--- src/common/gamePkg.sv ---
/*
 * Shared definitions for the word game engine:
 * data widths, game limits, Wishbone register map,
 * status word bit positions and the guess result code.
 */
package gamePkg;

    // game geometry
    localparam int WORD_LEN     = 5;
    localparam int ALPHA_LEN    = 26;
    localparam int MAX_MISTAKES = 6;

    // lowercase ASCII bounds
    localparam logic [7:0] LETTER_A = 8'h61;
    localparam logic [7:0] LETTER_Z = 8'h7a;

    typedef logic [7:0]              letter_t;
    typedef logic [WORD_LEN*8-1:0]   word_t;
    typedef logic [WORD_LEN-1:0]     posMask_t;
    typedef logic [ALPHA_LEN-1:0]    alphaMask_t;
    typedef logic [2:0]              mistakes_t;
    typedef logic [31:0]             wbData_t;
    typedef logic [1:0]              wbAddr_t;

    // register map, word addresses
    localparam wbAddr_t ADDR_WORD0  = 2'd0;
    localparam wbAddr_t ADDR_WORD1  = 2'd1;
    localparam wbAddr_t ADDR_GUESS  = 2'd2;
    localparam wbAddr_t ADDR_STATUS = 2'd3;

    // status word field positions
    localparam int ST_FOUND_LSB    = 0;
    localparam int ST_MISTAKES_LSB = 8;
    localparam int ST_RESULT_LSB   = 16;
    localparam int ST_WON_BIT      = 24;
    localparam int ST_LOST_BIT     = 25;
    localparam int ST_ACTIVE_BIT   = 26;

    typedef enum logic [2:0] {
        RES_NONE    = 3'd0,
        RES_HIT     = 3'd1,
        RES_MISS    = 3'd2,
        RES_REPEAT  = 3'd3,
        RES_INVALID = 3'd4,
        RES_OVER    = 3'd5
    } result_e;

endpackage

--- src/hdl/gameControl.sv ---
/*
 * Game controller.
 * FSM that waits for the matcher and history results of each guess,
 * applies the scoring rules in priority order and keeps the found mask,
 * mistake count, last result and the won / lost / active flags.
 */
`timescale 1ns/1ps

module gameControl (
    input  logic               clk,
    input  logic               nRst,
    input  logic               newGame,
    input  logic               guessStrobe,
    input  logic               matchValid,
    input  logic               histValid,
    input  gamePkg::posMask_t  hitMask,
    input  logic               isRepeat,
    input  logic               isInvalid,
    output gamePkg::posMask_t  foundMask,
    output gamePkg::mistakes_t mistakes,
    output gamePkg::result_e   lastResult,
    output logic               won,
    output logic               lost,
    output logic               active,
    output logic               busy
);
    import gamePkg::*;

    typedef enum logic [1:0] {
        IDLE,
        WAIT_RESULT,
        UPDATE,
        OVER
    } state_e;

    state_e    state, stateNext;
    posMask_t  foundNext;
    mistakes_t mistakesNext;
    result_e   resultNext;
    logic      wonNext, lostNext, activeNext;

    always_ff @(posedge clk, negedge nRst) begin
        if (!nRst) begin
            state      <= IDLE;
            foundMask  <= '0;
            mistakes   <= '0;
            lastResult <= RES_NONE;
            won        <= 1'b0;
            lost       <= 1'b0;
            active     <= 1'b0;
        end else begin
            state      <= stateNext;
            foundMask  <= foundNext;
            mistakes   <= mistakesNext;
            lastResult <= resultNext;
            won        <= wonNext;
            lost       <= lostNext;
            active     <= activeNext;
        end
    end

    always_comb begin
        stateNext    = state;
        foundNext    = foundMask;
        mistakesNext = mistakes;
        resultNext   = lastResult;
        wonNext      = won;
        lostNext     = lost;
        activeNext   = active;

        case (state)
            IDLE, OVER: begin
                if (guessStrobe) stateNext = WAIT_RESULT;
            end
            WAIT_RESULT: begin
                if (matchValid && histValid) begin
                    stateNext = UPDATE;
                    // scoring rules, highest priority first
                    if (!active) begin
                        resultNext = RES_OVER;
                    end else if (isInvalid) begin
                        resultNext = RES_INVALID;
                    end else if (isRepeat) begin
                        resultNext = RES_REPEAT;
                    end else if (hitMask != '0) begin
                        foundNext  = foundMask | hitMask;
                        resultNext = RES_HIT;
                    end else begin
                        mistakesNext = mistakes + 1'b1;
                        resultNext   = RES_MISS;
                    end
                    if (active) begin
                        wonNext    = (foundNext == '1);
                        lostNext   = (mistakesNext == mistakes_t'(MAX_MISTAKES));
                        activeNext = !(wonNext || lostNext);
                    end
                end
            end
            UPDATE: begin
                stateNext = active ? IDLE : OVER;
            end
            default: stateNext = IDLE;
        endcase

        // a new word restarts everything
        if (newGame) begin
            stateNext    = IDLE;
            foundNext    = '0;
            mistakesNext = '0;
            resultNext   = RES_NONE;
            wonNext      = 1'b0;
            lostNext     = 1'b0;
            activeNext   = 1'b1;
        end
    end

    // covers the strobe cycle and the wait for results
    assign busy = guessStrobe || (state == WAIT_RESULT);

endmodule

--- src/hdl/wbGameRegs.sv ---
/*
 * Wishbone classic slave of the word game.
 * Registered ack with back-pressure while a guess is in flight,
 * secret word storage over two registers, guess latch with strobe,
 * new game pulse and status word readback.
 */
`timescale 1ns/1ps

module wbGameRegs (
    input  logic              clk,
    input  logic              nRst,
    input  logic              cyc,
    input  logic              stb,
    input  logic              we,
    input  gamePkg::wbAddr_t  adr,
    input  gamePkg::wbData_t  datIn,
    output gamePkg::wbData_t  datOut,
    output logic              ack,
    output gamePkg::word_t    word,
    output gamePkg::letter_t  guess,
    output logic              guessStrobe,
    output logic              newGame,
    input  gamePkg::posMask_t foundMask,
    input  gamePkg::mistakes_t mistakes,
    input  gamePkg::result_e  lastResult,
    input  logic              won,
    input  logic              lost,
    input  logic              active,
    input  logic              busy
);
    import gamePkg::*;

    localparam int LW = $bits(letter_t);

    logic    access;
    logic    wrAccess;
    wbData_t statusWord;

    // one ack per cycle, none while a guess is being processed
    assign access   = cyc && stb && !ack && !busy;
    assign wrAccess = access && we;

    always_ff @(posedge clk, negedge nRst) begin
        if (!nRst) begin
            ack         <= 1'b0;
            guessStrobe <= 1'b0;
            newGame     <= 1'b0;
            word        <= '0;
        end else begin
            ack         <= access;
            guessStrobe <= wrAccess && (adr == ADDR_GUESS);
            newGame     <= wrAccess && (adr == ADDR_WORD1);
            if (wrAccess && adr == ADDR_WORD0) begin
                // letters 0 to 3
                word[4*LW-1:0] <= datIn;
            end
            if (wrAccess && adr == ADDR_WORD1) begin
                word[WORD_LEN*LW-1 -: LW] <= datIn[LW-1:0];
            end
        end
    end

    always_ff @(posedge clk) begin
        if (wrAccess && adr == ADDR_GUESS) begin
            guess <= datIn[LW-1:0];
        end
    end

    // status word assembly
    always_comb begin
        statusWord = '0;
        statusWord[ST_FOUND_LSB +: WORD_LEN]             = foundMask;
        statusWord[ST_MISTAKES_LSB +: $bits(mistakes_t)] = mistakes;
        statusWord[ST_RESULT_LSB +: $bits(result_e)]     = lastResult;
        statusWord[ST_WON_BIT]                           = won;
        statusWord[ST_LOST_BIT]                          = lost;
        statusWord[ST_ACTIVE_BIT]                        = active;
    end

    // write-only registers read back as zero
    assign datOut = (adr == ADDR_STATUS) ? statusWord : '0;

endmodule

--- src/hdl/wordGame.sv ---
/*
 * Word game engine top level.
 * Wishbone register block, letter matcher, guess history
 * and game controller.
 */
`timescale 1ns/1ps

module wordGame (
    input  logic             clk,
    input  logic             nRst,
    input  logic             cyc,
    input  logic             stb,
    input  logic             we,
    input  gamePkg::wbAddr_t adr,
    input  gamePkg::wbData_t datIn,
    output gamePkg::wbData_t datOut,
    output logic             ack
);
    import gamePkg::*;

    word_t     word;
    letter_t   guess;
    logic      guessStrobe;
    logic      newGame;
    posMask_t  hitMask;
    logic      matchValid;
    logic      isRepeat;
    logic      isInvalid;
    logic      histValid;
    posMask_t  foundMask;
    mistakes_t mistakes;
    result_e   lastResult;
    logic      won, lost, active, busy;

    wbGameRegs u_wbGameRegs (
        .clk(clk), .nRst(nRst),
        .cyc(cyc), .stb(stb), .we(we), .adr(adr),
        .datIn(datIn), .datOut(datOut), .ack(ack),
        .word(word), .guess(guess),
        .guessStrobe(guessStrobe), .newGame(newGame),
        .foundMask(foundMask), .mistakes(mistakes), .lastResult(lastResult),
        .won(won), .lost(lost), .active(active), .busy(busy)
    );

    // both classifiers run on the same strobe
    letterMatcher u_letterMatcher (
        .clk(clk), .nRst(nRst),
        .word(word), .guess(guess), .guessStrobe(guessStrobe),
        .hitMask(hitMask), .matchValid(matchValid)
    );

    guessHistory u_guessHistory (
        .clk(clk), .nRst(nRst),
        .guess(guess), .guessStrobe(guessStrobe), .newGame(newGame),
        .isRepeat(isRepeat), .isInvalid(isInvalid), .histValid(histValid)
    );

    gameControl u_gameControl (
        .clk(clk), .nRst(nRst),
        .newGame(newGame), .guessStrobe(guessStrobe),
        .matchValid(matchValid), .histValid(histValid),
        .hitMask(hitMask), .isRepeat(isRepeat), .isInvalid(isInvalid),
        .foundMask(foundMask), .mistakes(mistakes), .lastResult(lastResult),
        .won(won), .lost(lost), .active(active), .busy(busy)
    );

endmodule

--- src/history/guessHistory.sv ---
/*
 * Guess history.
 * Keeps the set of letters tried in the current game,
 * flags repeated letters and anything outside a to z,
 * and clears on a new game.
 */
`timescale 1ns/1ps

module guessHistory (
    input  logic             clk,
    input  logic             nRst,
    input  gamePkg::letter_t guess,
    input  logic             guessStrobe,
    input  logic             newGame,
    output logic             isRepeat,
    output logic             isInvalid,
    output logic             histValid
);
    import gamePkg::*;

    localparam int IDX_W = $clog2(ALPHA_LEN);

    alphaMask_t          tried;
    logic                inRange;
    letter_t             offset;
    logic [IDX_W-1:0]    letterIdx;

    assign inRange   = (guess >= LETTER_A) && (guess <= LETTER_Z);
    assign offset    = guess - LETTER_A;
    // only meaningful when inRange
    assign letterIdx = offset[IDX_W-1:0];

    always_ff @(posedge clk, negedge nRst) begin
        if (!nRst) begin
            tried     <= '0;
            isRepeat  <= 1'b0;
            isInvalid <= 1'b0;
            histValid <= 1'b0;
        end else begin
            histValid <= guessStrobe;
            if (newGame) begin
                tried     <= '0;
                isRepeat  <= 1'b0;
                isInvalid <= 1'b0;
            end else if (guessStrobe) begin
                isInvalid <= !inRange;
                isRepeat  <= inRange && tried[letterIdx];
                // invalid bytes are not recorded
                if (inRange) begin
                    tried[letterIdx] <= 1'b1;
                end
            end
        end
    end

endmodule

--- src/matcher/letterMatcher.sv ---
/*
 * Letter matcher.
 * Compares a guess letter against all five word positions
 * in parallel and registers the hit mask with a one-cycle valid.
 */
`timescale 1ns/1ps

module letterMatcher (
    input  logic              clk,
    input  logic              nRst,
    input  gamePkg::word_t    word,
    input  gamePkg::letter_t  guess,
    input  logic              guessStrobe,
    output gamePkg::posMask_t hitMask,
    output logic              matchValid
);
    import gamePkg::*;

    localparam int LW = $bits(letter_t);

    posMask_t hitNext;

    // one comparator per position
    always_comb begin
        for (int i = 0; i < WORD_LEN; i++) begin
            hitNext[i] = (word[i*LW +: LW] == guess);
        end
    end

    always_ff @(posedge clk, negedge nRst) begin
        if (!nRst) begin
            matchValid <= 1'b0;
        end else begin
            matchValid <= guessStrobe;
        end
    end

    // mask only moves on a new guess
    always_ff @(posedge clk, negedge nRst) begin
        if (!nRst) begin
            hitMask <= '0;
        end else if (guessStrobe) begin
            hitMask <= hitNext;
        end
    end

endmodule
--- config.mk ---
export PLATFORM = sky130hd
export DESIGN_NAME = wordGame
export DESIGN_NICKNAME = d
export VERILOG_FILES = /design/src/common/gamePkg.sv /design/src/hdl/gameControl.sv /design/src/hdl/wbGameRegs.sv /design/src/hdl/wordGame.sv /design/src/history/guessHistory.sv /design/src/matcher/letterMatcher.sv
export SDC_FILE = /design/constraint.sdc
export NUM_CORES = 1
export LEC_CHECK = 0
export ABC_AREA = 1
export ABC_CLOCK_PERIOD_IN_PS = 3000
export BUFFER_PORTS_ARGS = -buffer_cell sky130_fd_sc_hd__clkbuf_2
export CAP_MARGIN = 0
export CORE_MARGIN = 2
export CORE_UTILIZATION = 51
export CTS_BUF_LIST = sky130_fd_sc_hd__clkbuf_2 sky130_fd_sc_hd__clkbuf_4 sky130_fd_sc_hd__clkbuf_8
export CTS_CLUSTER_DIAMETER = 200
export DETAILED_ROUTE_END_ITERATION = 10
export PLACE_DENSITY_LB_ADDON = 0.1
export SKIP_LAST_GASP = 1
export SYNTH_ARGS = -nofsm -noshare
export SYNTH_HDL_FRONTEND = slang
export SYNTH_SLANG_ARGS = --single-unit
--- constraint.sdc ---
create_clock -name clk -period 3 [get_ports clk]
set_clock_uncertainty 0.05 [all_clocks]
set_input_delay 0.6 -clock clk [delete_from_list [all_inputs] [get_ports clk]]
set_output_delay 0.6 -clock clk [all_outputs]
set_load 0.03 [all_outputs]
**Yosys cells after proc, flatten, opt, wreduce, memory -nomap -nowiden**

Index checks and enable logic that the tools add are counted.

- Register bits: 101
- Output and inout port bits: 33
- Logic and storage cells: 124
- Input bits: 39

- Eq/ne operators: 15
- Order comparisons: 4
- Bitwise gates (word level): 2
- Add/sub/neg operators: 2
- Mux-type cells: 54
- Reduce and logical (&&, ||, !) cells: 29

Operators by type and width:

| kind | number |
|---|---|
| $mux 26 | 3 |
| $mux 3 | 15 |
| $mux 5 | 9 |
| $eq 8x8->1 | 5 |
| $mux 27 | 1 |
| $or 26x26->26 | 1 |
| $mux 1 | 18 |
| $logic_and 1x1->1 | 10 |
| $mux 2 | 5 |
| $reduce_bool 2->1 | 5 |
| $eq 2x2->1 const B | 4 |
| $ge 8x7->1 const B | 1 |
| $le 8x7->1 const B | 1 |
| $lt 5x6->1 const B | 1 |
| $ne 3x3->1 const B | 2 |
| $pmux 2 s3 | 1 |
| $reduce_and 2->1 | 3 |
| $bmux 1 s5 | 1 |
| $demux 1 s5 | 1 |
| $eq 5x5->1 const B | 1 |
| $ge 5x1->1 const B | 1 |
| $or 5x5->5 | 1 |
| $reduce_bool 5->1 | 1 |
| $sub 5x1->5 const B | 1 |
| other kinds (8) | 14 |

**Depth between registers and ports, before layout**

- Word-level depth: 14
- Mapped depth: 12
- Mapped depth without buffers: 11

**By module**

From an unflattened synthesis, not the netlist that was laid out.

- Cell total of the unflattened synthesis: 771
- Area total of the unflattened synthesis: 5945.7 um^2

By module, submodules not included:

| module | seq. area each (um^2) | cells an instance | times used | area an instance (um^2) |
|---|---|---|---|---|
| wbGameRegs | 1316.3 | 250 | 1 | 2322.2 |
| guessHistory | 725.7 | 235 | 1 | 1834.3 |
| gameControl | 400.4 | 115 | 1 | 920.9 |
| letterMatcher | 150.1 | 171 | 1 | 868.3 |

**Least setup slack after synthesis**

OpenSTA, ideal clock, no wires.

- Path kind: register to register
- Start point: reg u_wbGameRegs.guess[0]
- End point: reg u_guessHistory.isRepeat
- Setup time: 0.118 ns
- Slack: 0.808 ns
- Stages on the path, launching flop included: 13
- Arrival time: 2.024 ns
- Cells stage by stage: edfxtp_1 inv_1 clkbuf_1 ha_1 inv_1 clkbuf_1 nand3_1 nand2_1 nand2_1 nand3_1 nand3_1 nand4_1 nand2_1

- Word-level cells in the longest chain between the ends: 6
- Elaborated cells on any way between the ends: 9

RTL lines:

| item | line | text |
|---|---|---|
| start: declaration | wbGameRegs.sv:20 | `output gamePkg::letter_t guess,` |
| start signal: assignment | wbGameRegs.sv:65 | `guess <= datIn[LW-1:0];` |
| $sub 5x1->5 | guessHistory.sv:29 | `assign offset = guess - LETTER_A;` |
| $bmux 1 s5 | guessHistory.sv:47 | `isRepeat <= inRange && tried[letterIdx];` |
| $mux 1 (implied by the code) | guessHistory.sv:47 |  |
| $logic_and 1x1->1 (*) | guessHistory.sv:47 |  |
| $mux 1 (*) | guessHistory.sv:45 | `end else if (guessStrobe) begin` |
| $mux 1 (*) | guessHistory.sv:41 | `if (newGame) begin` |
| end signal: assignment | guessHistory.sv:47 |  |
| end: declaration | guessHistory.sv:15 | `output logic isRepeat,` |

Every way passes the cells marked *; elsewhere a longest branch is shown, timed or not. The select of a mux whose other input is x is not followed.
A chain may end at the register's enable or synchronous reset.

**Worst setup path in the final report**

- Start point: reg u_gameControl.state[1]
- End point: reg u_wbGameRegs.word[18]

- Word-level cells in the longest chain between the ends: 6

RTL lines:

| item | line | text |
|---|---|---|
| start: declaration | gameControl.sv:36 | `state_e state, stateNext;` |
| start signal: assignment | gameControl.sv:52 | `state <= stateNext;` |
| $eq 2x1->1 | gameControl.sv:118 | `assign busy = guessStrobe \|\| (state == WAIT_RESULT);` |
| $logic_or 1x1->1 | gameControl.sv:118 |  |
| $logic_not 1->1 | wbGameRegs.sv:40 | `assign access = cyc && stb && !ack && !busy;` |
| $logic_and 1x1->1 | wbGameRegs.sv:40 |  |
| named net u_wbGameRegs.access | wbGameRegs.sv:35 | `logic access;` |
| $logic_and 1x1->1 | wbGameRegs.sv:41 | `assign wrAccess = access && we;` |
| $logic_and 1x1->1 | wbGameRegs.sv:53 | `if (wrAccess && adr == ADDR_WORD0) begin` |
| end signal: indexed assignment | wbGameRegs.sv:55 | `word[4*LW-1:0] <= datIn;` |
| end signal: indexed assignment | wbGameRegs.sv:58 | `word[WORD_LEN*LW-1 -: LW] <= datIn[LW-1:0];` |
| end: declaration | wbGameRegs.sv:19 | `output gamePkg::word_t word,` |

The timed path passes the listed nets, and every way through them passes these cells.

==> results.rst <==
.. list-table::
   :header-rows: 1

   * - Metric
     - Value
   * - Result of the run
     - complete, no violations
   * - Wire length of the first global-routing pass
     - around 20000 um
   * - Unrepaired setup endpoints after global routing
     - false
   * - Critical Setup Path Class
     - flip-flop to flip-flop
   * - Leakage power summed over all cells
     - 0.00288 uW
   * - GPL Wtd Cong
     - 0.862
   * - Post-Synthesis Cell Area
     - between 5000 and 6000 um^2
   * - Period minus WS final
     - 2.30 ns
   * - Total net switching power
     - 1220 uW
   * - Setup Fix Bufs, Post-CTS
     - 0
   * - Number of enable flip-flop cells after synthesis
     - 8
   * - Cts repair resizes
     - 0
   * - Logic depth of the worst register-to-register path
     - 5
   * - Die W
     - 106 um
   * - Power share of the sequential group
     - 0.510
   * - Final nets
     - 690
   * - Worst endpoint data arrival time
     - 2.51 ns
   * - Ratio of cells with drive above 1 in the final layout
     - 0.181
   * - Post-route setup TNS
     - 0 ns
   * - Number of max-cap violations
     - 0
   * - Syn. warnings
     - 0
   * - Register bit count reported by yosys
     - 101
   * - Wire length per cell
     - 14.5 um
   * - Met1 track demand over resource in global routing
     - 0.300
   * - Initial core utilization
     - 0.517
   * - Source of the worst register-to-register timing path
     - u_gameControl.state[1]
   * - Cell at the root of the clock tree
     - sky130_fd_sc_hd__clkbuf_8
   * - Number of violations reported at the end of detailed-routing iteration 0
     - 230
   * - Clock transition at path regs
     - 0.10 ns
   * - ANT cells
     - 0
   * - Post-synthesis sequential area ratio
     - 0.488
   * - Async set-reset flop share out of synthesis
     - 0.921
   * - Largest incremental delay on the critical path
     - 0.56 ns
   * - Max Fanout on Critical Path
     - 42
   * - Fraction of the cycle the final worst path needs
     - 0.767
   * - # H-tree levels
     - 3
   * - Y dimension of the die
     - about 110 um
   * - Number of buffers added to fix hold violations after cts
     - 0
   * - CTS Buf Count
     - 9
   * - Internal Power
     - 2460 uW
   * - Synthesized instance count
     - 592
   * - Kind of launch point of the worst setup path
     - flip-flop
   * - Post-DP HPWL
     - about 8000 um
   * - Number of remaining DRC errors
     - 0
   * - Clock share of power
     - 0.228
   * - Global-route total usage across every layer
     - 0.223
   * - Number of placement rows
     - 37
   * - Area of the placeable core
     - 10200 um^2
   * - Most frequent cells in the layout
     - 104 x sky130_fd_sc_hd__nand2_1, 93 x sky130_fd_sc_hd__dfrtp_1, 71 x sky130_fd_sc_hd__nor2_1, 70 x sky130_fd_sc_hd__inv_1, 52 x sky130_fd_sc_hd__clkbuf_2
   * - Area taken by flip-flops and latches
     - 2570 um^2
   * - GR Util met3
     - 0.0346
   * - Average footprint of a synthesized cell
     - around 8.9 um^2
   * - Number of distinct library cells after synthesis
     - between 40 and 50
   * - Commonest register cell after synthesis
     - sky130_fd_sc_hd__dfrtp_1
   * - Multi-input combinational cell area
     - 2230 um^2
   * - Count of vias placed by the detailed router
     - 4039
   * - Maximum resistive drop on vdd
     - ~0.34 mV
   * - Final Slew Violations
     - 0
   * - First-pass iteration count of the detailed router
     - 5
   * - # port buffers
     - 53
   * - Fin util
     - 0.566
   * - Proportion of total power due to net switching
     - 0.332
   * - Kind of capture point of the worst setup path
     - flip-flop
   * - Worst path slowest cell
     - sky130_fd_sc_hd__nand3_4
   * - Final-report hold violation count
     - 0
   * - Via count of the first global-routing pass
     - 4080
   * - Commonest non-fill, non-tap cell in the layout
     - sky130_fd_sc_hd__nand2_1
   * - Remaining global-route overflow
     - 0
   * - Worst Max-Slew Pin Slew
     - between 0.6 and 0.7 ns
   * - Routed vias/inst
     - 5.16
   * - Final setup violation count
     - 0
   * - Largest net degree at the start of global routing
     - 50
   * - Global-route met2 utilization
     - 0.375
   * - Maximum achievable frequency
     - about 430 MHz
   * - Post-synthesis to final-layout area growth
     - 9.56%
   * - Initial antenna violation count
     - 0
   * - Capture point of the worst reg-to-reg path
     - u_wbGameRegs.word[18]
   * - Total chip power
     - roughly 3700 uW
   * - Crit path cell chain
     - inv_1 -> ha_1 -> nor4_4 -> nand3_4 -> mux2_4
   * - Boundary pin count
     - approximately 70
   * - GR peak layer
     - met2
   * - Number of sinks on the clock net
     - 101
   * - TritonCTS clock tree
     - yes
   * - Areal power density over the cells
     - 638 nW/um^2
   * - CP Data Required Time
     - 3.21 ns
   * - Remaining number of nets flagged by the antenna check after routing
     - 0
   * - Max-Slew Margin vs Limit
     - 0.555
   * - Skew-Pair Late Insertion Delay
     - 0.37 ns
   * - Hold crit path type
     - input pin to asynchronous set/reset pin
   * - Combinational share of power
     - 0.262
   * - Buffer depth of the longest clock path
     - 2
   * - Die area
     - 11100 um^2
   * - Total wire length
     - 11400 um
   * - Setup slack, reg-to-reg
     - ~0.70 ns
   * - Number of filler instances in the final layout
     - 950
## power by group through the flow
stage,logic (uW),clock network (uW),registers [uW]
CTS,973,864,1880
global placement,936,0,1900
finish,964,838,1880
detailed placement,967,0,1900
floorplan,788,0,1850
global route,1100,918,1920
## metrics by stage
stage / instance area [um^2] / cells / setup slack [ns] / hold WS (ns)
4_1_cts: 5760 / 782 / 0.669 / 0.217
6_report: 5760 / 782 / 0.698 / 0.200
2_1_floorplan: 5330 / 609 / 0.808 / 0.254
3_3_place_gp: 5580 / 766 / 0.749 / 0.425
3_5_place_dp: 5580 / 766 / 0.667 / 0.432
5_1_grt: 5760 / 782 / 0.504 / 0.233
## cells by family (layout without fill, tap and decap cells)
| family | Yosys count | count (layout) | synth area share |
|---|---|---|---|
| simple gates | 229 | 229 | 0.190 |
| buf+inv | 113 | 150 | 0.100 |
| compound gates | 102 | 102 | 0.118 |
| flops | 101 | 101 | 0.488 |
| mux | 19 | 19 | 0.0499 |
| xor+xnor | 17 | 17 | 0.0297 |
| fa+ha+maj | 10 | 10 | 0.0238 |
| other cells | 1 | 18 | 0.000713 |
## sequential cells by signal (all words and copies together), names as in the netlist
register	cells
u_gameControl.active	1
u_gameControl.foundMask	5
u_gameControl.lastResult	3
u_gameControl.lost	1
u_gameControl.mistakes	3
u_gameControl.state	2
u_gameControl.won	1
u_guessHistory.histValid	1
u_guessHistory.isInvalid	1
u_guessHistory.isRepeat	1
u_guessHistory.tried	26
u_letterMatcher.hitMask	5
u_wbGameRegs.ack	1
u_wbGameRegs.guess	8
u_wbGameRegs.guessStrobe	1
u_wbGameRegs.newGame	1
u_wbGameRegs.word	40
## cell type report
type,count,area share
Sequential cell,101,0.445
Timing Repair Buffer,59,0.0564
Inverter,75,0.0488
Tap cell,136,0.0295
Clock inverter,7,0.0113
Clock buffer,9,0.0215
Multi-Input combinational cell,395,0.387
## layer usage
metal / vias to the layer above / share of wire
met2: 103 / 0.48
met3: 19 / 0.040
met4: 0 / 0.017
met5: - / 0
met1: 1925 / 0.46
li1: 1992 / -
## worst max-delay path by stage
| stage | startpoint | end | slack [ns] | cells past startpoint |
|---|---|---|---|---|
| final | u_gameControl.state[1] | u_wbGameRegs.word[18] | 0.70 | 5 |
| after global routing | u_wbGameRegs.guess[0] | u_guessHistory.tried[8] | 0.50 | 9 |
| after CTS | u_gameControl.state[1] | u_wbGameRegs.word[18] | 0.67 | 5 |
| after detailed placement | u_gameControl.state[1] | u_wbGameRegs.word[18] | 0.67 | 5 |
| after global placement | cyc | u_wbGameRegs.word[14] | 0.75 | 5 |
| after floorplan | u_wbGameRegs.guess[0] | u_guessHistory.isRepeat | 0.81 | 12 |
## synth_stat cells, types with 11 or more instances
| library cell | n | share of area |
|---|---|---|
| sky130_fd_sc_hd__nand3_1 | 33 | 0.031 |
| sky130_fd_sc_hd__mux2_4 | 13 | 0.037 |
| sky130_fd_sc_hd__inv_1 | 70 | 0.050 |
| sky130_fd_sc_hd__o22ai_1 | 13 | 0.015 |
| sky130_fd_sc_hd__dfrtp_1 | 93 | 0.44 |
| sky130_fd_sc_hd__xnor2_1 | 14 | 0.023 |
| sky130_fd_sc_hd__o21ai_0 | 13 | 0.012 |
| sky130_fd_sc_hd__buf_4 | 18 | 0.026 |
| sky130_fd_sc_hd__a21oi_1 | 42 | 0.040 |
| sky130_fd_sc_hd__nor2_1 | 71 | 0.051 |
| sky130_fd_sc_hd__nand2_1 | 104 | 0.074 |
| sky130_fd_sc_hd__clkbuf_1 | 11 | 0.0078 |
## critical path: cells and delay by family, from the launching register on
family | cells | cell delay [ns]
simple gates | 2 | 0.96
mux | 1 | 0.50
flops | 1 | 0.36
buf+inv | 1 | 0.06
fa+ha+maj | 1 | 0.24
Power figures use the tool's default switching activity.
